File: src/connect4_cfg.svh
/*
 * Connect-four board geometry and win rule
 */
`ifndef CONNECT4_CFG_SVH
`define CONNECT4_CFG_SVH

// Board size
`define C4_COLS 8
`define C4_ROWS 8
`define C4_CELLS 64

// Index widths
`define C4_COL_W 3
`define C4_ROW_W 3
`define C4_HEIGHT_W 4 // Counts 0 to 8 chips per column

// Chips in line needed to win
`define C4_RUN 4

`endif

File: src/connect4_pkg.sv
/*
 * Connect-four referee types
 * Players, game states, result codes and the move records between blocks
 */
package connect4_pkg;

`include "connect4_cfg.svh"

	typedef enum logic {
		PLAYER_GREEN,
		PLAYER_ORANGE
	} player_e;

	typedef enum logic [1:0] {
		ST_IDLE,
		ST_PLAY,
		ST_OVER
	} game_state_e;

	// Result code seen on c4_out
	typedef enum logic [1:0] {
		RES_NOTEND = 2'd0,
		RES_GWIN   = 2'd1,
		RES_OWIN   = 2'd2,
		RES_TIE    = 2'd3
	} c4_result_e;

	typedef struct packed {
		logic valid;
		logic clash; // Both players pressed in the same sample
		player_e player;
		logic [`C4_COL_W-1:0] column;
	} move_t;

	typedef struct packed {
		logic valid;
		player_e player;
		logic [`C4_COL_W-1:0] column;
		logic [`C4_ROW_W-1:0] row;
		logic board_full;
		logic [`C4_CELLS-1:0] own_cells; // Mover's chips, new one included
	} placed_t;

endpackage

File: src/board_store.sv
/*
 * Board store
 * Keeps both players' chips and the column heights, drops each chip into place
 */
`timescale 1ns/1ps

`include "connect4_cfg.svh"

module board_store (
	input  logic CLK,
	input  logic NRST,
	input  logic new_game,
	input  connect4_pkg::move_t mv,
	output connect4_pkg::placed_t placed,
	output logic move_rejected
);
	import connect4_pkg::*;

	logic [`C4_CELLS-1:0] green_occ;
	logic [`C4_CELLS-1:0] orange_occ;
	logic [`C4_HEIGHT_W-1:0] heights [`C4_COLS];

	logic [`C4_HEIGHT_W-1:0] cur_h;
	logic [`C4_ROW_W-1:0] land_row;
	logic [`C4_CELLS-1:0] cell_bit;
	logic [`C4_CELLS-1:0] own_next;
	logic col_full;
	logic accept;
	logic full_after;

	assign cur_h = heights[mv.column];
	assign col_full = (cur_h == `C4_ROWS);
	assign land_row = cur_h[`C4_ROW_W-1:0]; // Lowest free row
	assign cell_bit = {{(`C4_CELLS-1){1'b0}}, 1'b1} << {mv.column, land_row};
	assign accept = mv.valid && !mv.clash && !col_full;
	assign own_next = ((mv.player == PLAYER_GREEN) ? green_occ : orange_occ) | cell_bit;

	// Board full once this chip tops off the last open column
	always_comb begin
		full_after = 1'b1;
		for (int c = 0; c < `C4_COLS; c++) begin
			if (c == mv.column)
				full_after &= (cur_h == `C4_ROWS - 1);
			else
				full_after &= (heights[c] == `C4_ROWS);
		end
	end

	always_ff @(posedge CLK or negedge NRST) begin
		if (!NRST) begin
			green_occ <= '0;
			orange_occ <= '0;
			for (int c = 0; c < `C4_COLS; c++)
				heights[c] <= '0;
			placed <= '0;
			move_rejected <= 1'b0;
		end else if (new_game) begin
			green_occ <= '0;
			orange_occ <= '0;
			for (int c = 0; c < `C4_COLS; c++)
				heights[c] <= '0;
			placed.valid <= 1'b0;
			move_rejected <= 1'b0;
		end else begin
			move_rejected <= mv.valid && !accept; // Clash or full column
			placed.valid <= accept;
			if (accept) begin
				if (mv.player == PLAYER_GREEN)
					green_occ <= own_next;
				else
					orange_occ <= own_next;
				heights[mv.column] <= cur_h + 1'b1;
				placed.player <= mv.player;
				placed.column <= mv.column;
				placed.row <= land_row;
				placed.board_full <= full_after;
				placed.own_cells <= own_next;
			end
		end
	end

endmodule

File: src/connect4.sv
/*
 * Connect-four referee top level
 * Move capture, board, win judge and game control in a chain
 */
`timescale 1ns/1ps

module connect4 (
	input  logic CLK,
	input  logic NRST,
	input  logic start,
	input  logic [3:0] g,
	input  logic [3:0] o,
	output connect4_pkg::c4_result_e c4_out,
	output logic playing,
	output logic move_rejected
);
	import connect4_pkg::*;

	move_t mv;
	placed_t placed;
	logic verdict_valid;
	c4_result_e verdict;
	logic new_game;

	move_capture u_capture (
		.CLK(CLK),
		.NRST(NRST),
		.g(g),
		.o(o),
		.playing(playing),
		.mv(mv)
	);

	board_store u_board (
		.CLK(CLK),
		.NRST(NRST),
		.new_game(new_game),
		.mv(mv),
		.placed(placed),
		.move_rejected(move_rejected)
	);

	win_judge u_judge (
		.CLK(CLK),
		.NRST(NRST),
		.placed(placed),
		.verdict_valid(verdict_valid),
		.verdict(verdict)
	);

	game_ctrl u_ctrl (
		.CLK(CLK),
		.NRST(NRST),
		.start(start),
		.verdict_valid(verdict_valid),
		.verdict(verdict),
		.playing(playing),
		.new_game(new_game),
		.c4_out(c4_out)
	);

endmodule

File: src/game_ctrl.sv
/*
 * Game controller
 * Runs the game state, holds the result and starts fresh games
 */
`timescale 1ns/1ps

module game_ctrl (
	input  logic CLK,
	input  logic NRST,
	input  logic start,
	input  logic verdict_valid,
	input  connect4_pkg::c4_result_e verdict,
	output logic playing,
	output logic new_game,
	output connect4_pkg::c4_result_e c4_out
);
	import connect4_pkg::*;

	game_state_e state;
	logic game_end;

	// Only a decided verdict during play ends the game
	assign game_end = verdict_valid && (verdict != RES_NOTEND);
	assign playing = (state == ST_PLAY);

	always_ff @(posedge CLK or negedge NRST) begin
		if (!NRST) begin
			state <= ST_IDLE;
			new_game <= 1'b0;
			c4_out <= RES_NOTEND;
		end else begin
			new_game <= 1'b0;
			case (state)
				ST_IDLE, ST_OVER: begin
					if (start) begin
						state <= ST_PLAY;
						new_game <= 1'b1; // Board clears on the next edge
						c4_out <= RES_NOTEND;
					end
				end
				ST_PLAY: begin
					if (game_end) begin
						state <= ST_OVER; // Playing drops with the result
						c4_out <= verdict;
					end
				end
				default: begin
					state <= ST_IDLE;
				end
			endcase
		end
	end

endmodule

File: src/move_capture.sv
/*
 * Move capture
 * Samples the green and orange move ports and forms one move per cycle
 */
`timescale 1ns/1ps

module move_capture (
	input  logic CLK,
	input  logic NRST,
	input  logic [3:0] g, // Bit 3 enable, bits 2..0 column
	input  logic [3:0] o,
	input  logic playing,
	output connect4_pkg::move_t mv
);
	import connect4_pkg::*;

	logic g_en;
	logic o_en;
	move_t mv_next;

	assign g_en = g[3];
	assign o_en = o[3];

	always_comb begin
		mv_next.valid = playing && (g_en || o_en);
		mv_next.clash = g_en && o_en;
		// Green takes precedence for the payload, a clash is dropped later anyway
		if (g_en) begin
			mv_next.player = PLAYER_GREEN;
			mv_next.column = g[2:0];
		end else begin
			mv_next.player = PLAYER_ORANGE;
			mv_next.column = o[2:0];
		end
	end

	always_ff @(posedge CLK or negedge NRST) begin
		if (!NRST) begin
			mv <= '0;
		end else begin
			mv <= mv_next; // One cycle after the sampling edge
		end
	end

endmodule

File: src/win_judge.sv
/*
 * Win judge
 * Measures the mover's runs through the new chip in four directions
 */
`timescale 1ns/1ps

`include "connect4_cfg.svh"

module win_judge (
	input  logic CLK,
	input  logic NRST,
	input  connect4_pkg::placed_t placed,
	output logic verdict_valid,
	output connect4_pkg::c4_result_e verdict
);
	import connect4_pkg::*;

	logic win;
	c4_result_e verdict_next;

	// Length of the line through (col,row) along (dc,dr), both sides counted
	function automatic int run_len(
		input logic [`C4_CELLS-1:0] own,
		input int col,
		input int row,
		input int dc,
		input int dr
	);
		int len;
		int c;
		int r;
		logic go;
		len = 1; // The placed chip itself
		for (int s = -1; s <= 1; s += 2) begin
			go = 1'b1;
			for (int k = 1; k < `C4_RUN; k++) begin
				c = col + s * k * dc;
				r = row + s * k * dr;
				if (go && c >= 0 && c < `C4_COLS && r >= 0 && r < `C4_ROWS
						&& own[c * `C4_ROWS + r])
					len = len + 1;
				else
					go = 1'b0; // Edge or gap ends this side
			end
		end
		return len;
	endfunction

	always_comb begin
		win = (run_len(placed.own_cells, placed.column, placed.row, 0, 1) >= `C4_RUN) // Vertical
			|| (run_len(placed.own_cells, placed.column, placed.row, 1, 0) >= `C4_RUN)
			|| (run_len(placed.own_cells, placed.column, placed.row, 1, 1) >= `C4_RUN)
			|| (run_len(placed.own_cells, placed.column, placed.row, 1, -1) >= `C4_RUN);
		if (win)
			verdict_next = (placed.player == PLAYER_GREEN) ? RES_GWIN : RES_OWIN;
		else if (placed.board_full)
			verdict_next = RES_TIE;
		else
			verdict_next = RES_NOTEND;
	end

	always_ff @(posedge CLK or negedge NRST) begin
		if (!NRST) begin
			verdict_valid <= 1'b0;
			verdict <= RES_NOTEND;
		end else begin
			verdict_valid <= placed.valid;
			verdict <= verdict_next;
		end
	end

endmodule
File: config.mk
export PLATFORM = sky130hd
export DESIGN_NAME = connect4
export DESIGN_NICKNAME = d
export VERILOG_FILES = /design/src/connect4_pkg.sv /design/src/board_store.sv /design/src/connect4.sv /design/src/game_ctrl.sv /design/src/move_capture.sv /design/src/win_judge.sv
export VERILOG_INCLUDE_DIRS = /design/src
export SDC_FILE = /design/constraint.sdc
export NUM_CORES = 1
export LEC_CHECK = 0
export ABC_AREA = 1
export BUFFER_PORTS_ARGS = -buffer_cell sky130_fd_sc_hd__buf_2
export CORE_MARGIN = 8
export CORE_UTILIZATION = 33
export CTS_CLUSTER_SIZE = 16
export DETAILED_ROUTE_END_ITERATION = 16
export GPL_ROUTABILITY_DRIVEN = 0
export SYNTH_ARGS = -nofsm -noshare
export SYNTH_HDL_FRONTEND = slang
export SYNTH_HIERARCHICAL = 1
export SYNTH_SLANG_ARGS = --single-unit
File: constraint.sdc
create_clock -name CLK -period 6.6 [get_ports CLK]
set_input_delay 0.99 -clock CLK [delete_from_list [all_inputs] [get_ports CLK]]
set_output_delay 0.99 -clock CLK [all_outputs]
set_load 0.02 [all_outputs]
; After elaboration in Yosys (flattened, before gate mapping)
; Cells that the tools add are included.
[word_totals]
memories = 0
wordCells = 463
mem_bits_rw = 0
output_inout_bits = 4
register_bits = 248
latchBits = 0
in_bits = 11
romBits = 0
[op_classes]
shifts = 1
n_eq_ne = 22
reduce_logical = 133
n_mul = 0
n_mux = 149
magnitude_cmp = 58
div = 0
n_bitwise = 17
add_sub_neg = 57
[op_table]
columns = op, count
row1 = $lt 32x8->1 const B, 24
row2 = $mux 32, 22
row3 = $add 32x2->32 const B, 17
row4 = $mux 64, 7
row5 = $add 32x32->32, 12
row6 = $ge 32x1->1 const B, 12
row7 = $lt 32x5->1 const B, 12
row8 = $add 32x4->32, 6
row9 = $add 7x32->32, 6
row10 = $bmux 1 s6, 24
row11 = $ge 32x4->1 const B, 4
row12 = $logic_and 1x1->1, 114
row13 = $mux 1, 76
row14 = $or 64x64->64, 1
row15 = $shl 1x6->64 const A, 1
row16 = $eq 4x4->1 const B, 9
row17 = $bwmux 32, 1
row18 = $mux 2, 11
row19 = $add 3x2->4 const B, 4
row20 = $mux 4, 4
row21 = $and 1x1->1, 14
row22 = $bmux 4 s3, 1
row23 = $demux 4 s3, 1
row24 = $eq 3x3->1 const A, 4
row25 = 28 further kinds, 50

; Longest topological paths before layout
; Gate-level depths: netlist (run 1).
[depth]
depth_word = 30
ltp_mapped = 40

; Cells and area by module
; Netlist (run 1), hierarchy kept.
[modules_own_cells]
columns = module, area_per_inst_um2, cells_per_inst, instances
row1 = board_store, 11508.5, 1337, 1
row2 = win_judge, 5536.6, 1018, 1
row3 = game_ctrl, 232.7, 26, 1
row4 = move_capture, 206.4, 21, 1

; Least setup slack after synthesis (run 1)
; Ideal clock, no wire load.
[synth_path]
kind = flip-flop to flip-flop
from = reg, netlist name u_board/placed[66]
to = reg u_judge.verdict[0]
arrival_time_ns = 5.574
required_ns = 6.479
path_slack_ns = 0.905
stages_incl_launch_ff = 33
path_cell_list = dfrtp_1 -> buf_2 -> inv_1 -> buf_2 -> ha_1 -> inv_1 -> a21oi_1 -> ha_1 -> inv_1 -> fa_1 -> xnor2_1 -> xor2_1 -> a311o_1 -> nand3_1 -> a2111oi_0 -> ha_1 -> nand3_1 -> inv_1 -> nand3_1 -> fa_1 -> xor2_1 -> ha_1 -> nand3_1 -> nand2_1 -> ha_1 -> nand2_1 -> nor2_1 -> nand3_1 -> nand2_1 -> nor2_1 -> nand3_2 -> o21bai_1 -> nand2_1
[synth_via]
elab_chain_len = 30
word_cells_on_any_way = 288
[synth_lines]
columns = item, line
row1 = branches (longest 28 deep; another with $add 7x32->32), n/a
row2 = $logic_or 1x1->1 (*), win_judge.sv:50  ; win = (run_len(placed.own_cells, placed.column, placed.row, 0, 1) >= `C4_RUN)
row3 = $mux 2 (*), win_judge.sv:54  ; if (win)
row4 = net u_judge.verdict_next[0], win_judge.sv:19  ; c4_result_e verdict_next;
row5 = end signal: assignment, win_judge.sv:68  ; verdict <= verdict_next;
row6 = end: declaration, win_judge.sv:14  ; output connect4_pkg::c4_result_e verdict
; Mark *: on every way through the listed nets, which the timed path passes. The select of a mux whose other input is x is not followed.
; A chain may end at the register's enable or synchronous reset.

; Final worst setup path (run 1)
[layout_path]
from = reg, netlist name u_board/placed[66]
to = reg u_judge.verdict[0]
[layout_via]
elab_chain_len = 30
word_cells_on_any_way = 288
[layout_lines]
columns = item, line
row1 = branches (longest 28 deep; another with $add 7x32->32), n/a
row2 = $logic_or 1x1->1 (*), win_judge.sv:50
row3 = $mux 2 (*), win_judge.sv:54
row4 = net u_judge.verdict_next[0], win_judge.sv:19
; Marked as above.

==> impl_metrics.ini, run 1 <==
[timing]
max_freq_ghz = 0.166
min_period_ps = 6040
rsz0062_at_grt = false
finalCritPeriodShare = 0.915
setup_viol = 0
hold_violations = 0
fin_tns_setup_ps = 0
worst_pin_slew_ps = 1270
slew_violations = 0
max-slew-margin-rel = 0.155
skew_ps = 26.0

[clock_tree]
cts-root-buf = clkbuf_16
cts_hold_buffers = 0
htreeDepth = 1
cts_tree = yes
clk_pin_slew_ps = 60
clk_latency_ps = 560
clock-sinks = 248
cts_buffers = 28
post_cts_resized = 0
cts_buffer_depth = 3
post_cts_buffers = 0

[finish]
fin_nets = 2421
multi_input_area_um2 = 9960
area_delta_synth_final_pct = 7.76
seq_area_um2 = 6210
layout_common_cells = nand2_1 (719), nand3_1 (621), dfrtp_1 (246)
fillCellCount = 5431
diodes = 0
drive_gt1_frac = 0.0920
layout_commonest_cell = nand2_1
stdcell_count = 3047

[critical_path]
cpPeakStageDelay_ps = 540
cp.required_ps = 7050
start_kind = flop
critPathArrivalTime_ps = 6480
crit_type = flop to flop
critPathSlowestCell = fa_1
cp_max_fo = 6
end_kind = flop

[synthesis]
synth_flop_cell = dfrtp_1
syn_inst = 2402
yosys-top-cells-area = dfrtp_1 (35%), nand3_1 (18%), nand2_1 (15%)
netlist_area_um2 = 17500
yosys_warnings = 6
synth_top_cell_area_share = 0.355
ys_seq_area_frac = 0.355
synth-edff-count = 0
async_flop_share = 1.00
yosysUniqueCellTypes = 49
synth-seq-cells = 248
yosysTopAreaCell = dfrtp_1
synth_fp_nets = 2486
avgSynthCellArea_um2 = 7.28

[global_route]
antenna_found_initial = 1
track_usage = 0.176
overflow = 0
grt_pass1_vias = 15839
grt_pass1_wl_um = 87300
grt_max_degree = 139

[die]
die_w_um = 246
die_h_um = 246
rows = 84
die_area_um2 = 60600
coreArea_um2 = 52400
pin_count = 15
initial_core_util = 0.333

[detailed_routing]
dr_total_vias = 16724
ant_nets = 0
routed_wl_um = 54500
viasPerCell = 5.49
firstDrtPassIters = 8
drt_iter0_drc = 1995
routedWlPerCell_um = 17.9
drc = 0

[power_and_ir_drop]
switchingPower_mw = 4.93
p_clk_frac = 0.168
leakage_nw = 9.27
switching_share = 0.521
ir_worst_vdd_uv = 205
intPower_mw = 4.52
combPwrFrac = 0.622
powerDensity_nw_per_um2 = 502
seqPwrFrac = 0.210

[worst_hold_path]
min_path_type = flop to flop

[placement]
io_buffers = 14
dp_hpwl_um = 39000
dp.cells = 2995

[status]
status = finished clean

[job]
drv_cap = 0
==> Yosys cell counts, types with 14 or more instances <==
library cell,n
o21ai_2,50
nand2_1,719
nand3_2,50
inv_1,130
buf_4,14
o21ai_1,16
o22ai_1,16
nand4_1,14
dfrtp_1,248
mux2i_1,47
buf_1,15
clkbuf_1,38
ha_1,62
o21ai_0,94
nor2_1,90
nand3_1,621
a21oi_1,14
buf_2,43
xor2_1,15
buf_6,20
==> per-stage QoR <==
stage / util / power, mW / instance area [um2] / setup WS [ps] / hold WS, ps
floorplan: - / 6.27 / 17500 / 905 / 331
global placement: 0.341 / 7.60 / 17900 / 709 / 331
detailed placement: 0.341 / 7.72 / 17900 / 551 / 336
CTS: 0.359 / 9.36 / 18800 / 507 / 351
global route: 0.359 / 10.2 / 18800 / 110 / 359
finish: 0.359 / 9.45 / 18800 / 562 / 351
==> registers in the layout (all words and copies together), names as in the netlist <==
signal and flops:
u_ctrl/state 2, u_board/green_occ 64, u_board/orange_occ 64, u_board/heights 32, u_board/move_rejected 1, u_board/placed 73, u_capture/mv 6, u_judge/verdict_valid 1
u_ctrl/c4_out 2, u_judge/verdict 2, u_ctrl/new_game 1
==> path summary, 6_finish.rpt <==
check,start,endpoint,slack (ps),cells past startpoint
max in group asynchronous,NRST,u_ctrl/state[0],4790,2
max reg2reg,u_board/placed[66],u_judge/verdict[0],560,31
min reg2reg,u_board/placed[72],u_judge/verdict_valid,350,0
min in group asynchronous,NRST,u_board/orange_occ[44],460,1
min,u_board/placed[72],u_judge/verdict_valid,350,0
max,u_board/placed[66],u_judge/verdict[0],560,31
==> cell type report <==
type / count / share of cell area
inverter: 142 / 0.0287
timing repair buffer: 42 / 0.0169
tap: 688 / 0.0457
multi-input combinational: 1875 / 0.529
clock inverter: 12 / 0.00704
sequential: 248 / 0.330
clock buffer: 40 / 0.0433
==> per-layer routing <==
layer,vias to the layer above,part of all wire,routed length [um],track usage
met3,158,0.074,4020,0.0234
li1,7920,-,-,-
met2,720,0.45,24300,0.276
met5,-,0,0,0
met4,0,0.048,2630,0.0746
met1,7926,0.43,23600,0.240
==> cell families after synthesis <==
kind of cell,Yosys count,share of synthesized area
DFF,248,0.355
muxes,47,0.0269
buffers and inverters,279,0.0762
xor gates and xnor gates,26,0.0130
AOI/OAI and AO/OA,204,0.0731
adders and majority gates,73,0.0570
and+or+nand+nor,1525,0.399
==> power groups by stage <==
stage / logic, mW / registers [mW] / clock network, mW
after floorplan: 4.35 / 1.92 / 0
after global placement: 5.61 / 2.00 / 0
after detailed placement: 5.72 / 2.00 / 0
after CTS: 5.75 / 1.98 / 1.62
after global routing: 6.46 / 2.01 / 1.69
final: 5.88 / 1.99 / 1.58
==> worst max-delay path, delay by kind of cell (launching register included) <==
kind	cells	cell delay, ps
fa+ha+maj	7	2090
buf+inv	5	640
compound gates	4	1100
xor+xnor	3	590
simple gates	12	1110
flops	1	380
No activity file was read; power rests on OpenSTA's default activity.
==> run 2, diff against run 1 <==
Settings changed: CORE_ASPECT_RATIO set to 0.75.
==> impl_metrics.ini, run 2 (same netlist as run 1, synthesis figures left out) <==
[detailed_routing]
firstDrtPassIters = 9
ant_nets = 0
drc = 0
viasPerCell = 5.50
drt_iter0_drc = 2261
dr_total_vias = 16910
routedWlPerCell_um = 18.3
routed_wl_um = 56300

[clock_tree]
cts_tree = yes
cts-root-buf = clkbuf_16
cts_buffer_depth = 3
clk_pin_slew_ps = 70
cts_hold_buffers = 0
clock-sinks = 248
cts_buffers = 26
clk_latency_ps = 540
post_cts_buffers = 0
post_cts_resized = 0
htreeDepth = 1

[power_and_ir_drop]
switching_share = 0.521
leakage_nw = 9.29
switchingPower_mw = 5.02
p_clk_frac = 0.170
ir_worst_vdd_uv = 272
intPower_mw = 4.62
seqPwrFrac = 0.211
powerDensity_nw_per_um2 = 510
combPwrFrac = 0.619
p_total_mw = 9.65

[timing]
rsz0062_at_grt = false
min_period_ps = 6050
finalCritPeriodShare = 0.917
fin_tns_setup_ps = 0
setup_viol = 0
slew_violations = 0
max_freq_ghz = 0.165
max-slew-margin-rel = 0.156
skew_ps = 16.3
worst_pin_slew_ps = 1270
hold_violations = 0

[die]
die_h_um = 215
die_w_um = 282
coreArea_um2 = 52700
die_area_um2 = 60700
initial_core_util = 0.332
rows = 73
pin_count = 15

[global_route]
grt_pass1_vias = 15989
grt_util_met1 = 0.268
grt_pass1_wl_um = 89500
grt_max_degree = 125
track_usage = 0.182
grt_use_met2 = 0.255
busiest_layer = met1
grt_use_met3 = 0.0562
antenna_found_initial = 0
overflow = 0

[critical_path]
cpPeakStageDelay_ps = 510
crit_top_cell = nand2_1
cp_max_fo = 64
crit_type = flop to flop
cp.required_ps = 7020
critPathSlowestCell = a311oi_1
start_kind = flop
end_kind = flop
critPathArrivalTime_ps = 6470

[finish]
largest_register = u_board/placed
fin_nets = 2424
final_util = 0.359
top_regs = u_board/placed: 73 flops, u_board/green_occ: 64 flops, u_board/orange_occ: 64 flops
area_delta_synth_final_pct = 8.13
drive_gt1_frac = 0.0928
layout_common_cells = nand2_1 (719), nand3_1 (621), dfrtp_1 (246)
diodes = 0
layout_commonest_cell = nand2_1
largest_reg_flops = 73

[status]
status = finished clean

[placement]
io_buffers = 14
dp_hpwl_um = 41100

[worst_hold_path]
min_path_type = flop to flop

[job]
drv_cap = 0
## run 2: metal layers
layer | vias to the layer above | routed length [um]
li1 | 7925 | -
met1 | 8060 | 25800
met2 | 818 | 22700
met3 | 105 | 6450
met4 | 2 | 1250
met5 | - | 51
## run 2: final timing paths
path	startpoint	to	slack [ps]	depth (start not counted)
setup reg to reg	u_board/placed[65]	u_judge/verdict[0]	550	32
hold / removal	u_board/placed[72]	u_judge/verdict_valid	350	0
setup / recovery	u_board/placed[65]	u_judge/verdict[0]	550	32
max in group asynchronous	NRST	u_board/placed[69]	4630	2
hold reg to reg	u_board/placed[72]	u_judge/verdict_valid	350	0
min in group asynchronous	NRST	u_board/orange_occ[21]	490	1
## run 2: power groups by stage
stage	logic (mW)	clock network [mW]	registers, mW
3_3_place_gp	5.63	0	2.03
6_report	5.97	1.64	2.04
4_1_cts	5.81	1.68	2.01
2_1_floorplan	4.35	0	1.92
5_1_grt	6.60	1.75	2.05
3_5_place_dp	5.77	0	2.03
## run 2: area by class of cell
class / instances / area, um2
fillers: 5528 / 33800
multi-input cells: 1875 / 9960
flip-flops and latches: 248 / 6210
well taps: 712 / 891
clock buffers: 35 / 736
inverters: 142 / 538
repair buffers: 47 / 344
clock inverters: 13 / 221
## run 2: critical path: cells and delay by family (launching register included)
kind,cells,cell delay [ps]
AO/OA/AOI/OAI,3,760
adder cells (fa/ha/maj),5,1470
buffers and inverters,4,730
flip-flops,1,440
AND/OR/NAND/NOR,20,2500
## run 2: through the flow
stage               hold slack [ps]  cells  worst slack (ps)  cell area, um2
finish                          345   3072               550           18900
global route                    358   3072              30.0           18900
CTS                             349   3072               447           18900
detailed placement              335   3024               479           17900
global placement                336   3024               613           17900
floorplan                       331   2402               905           17500
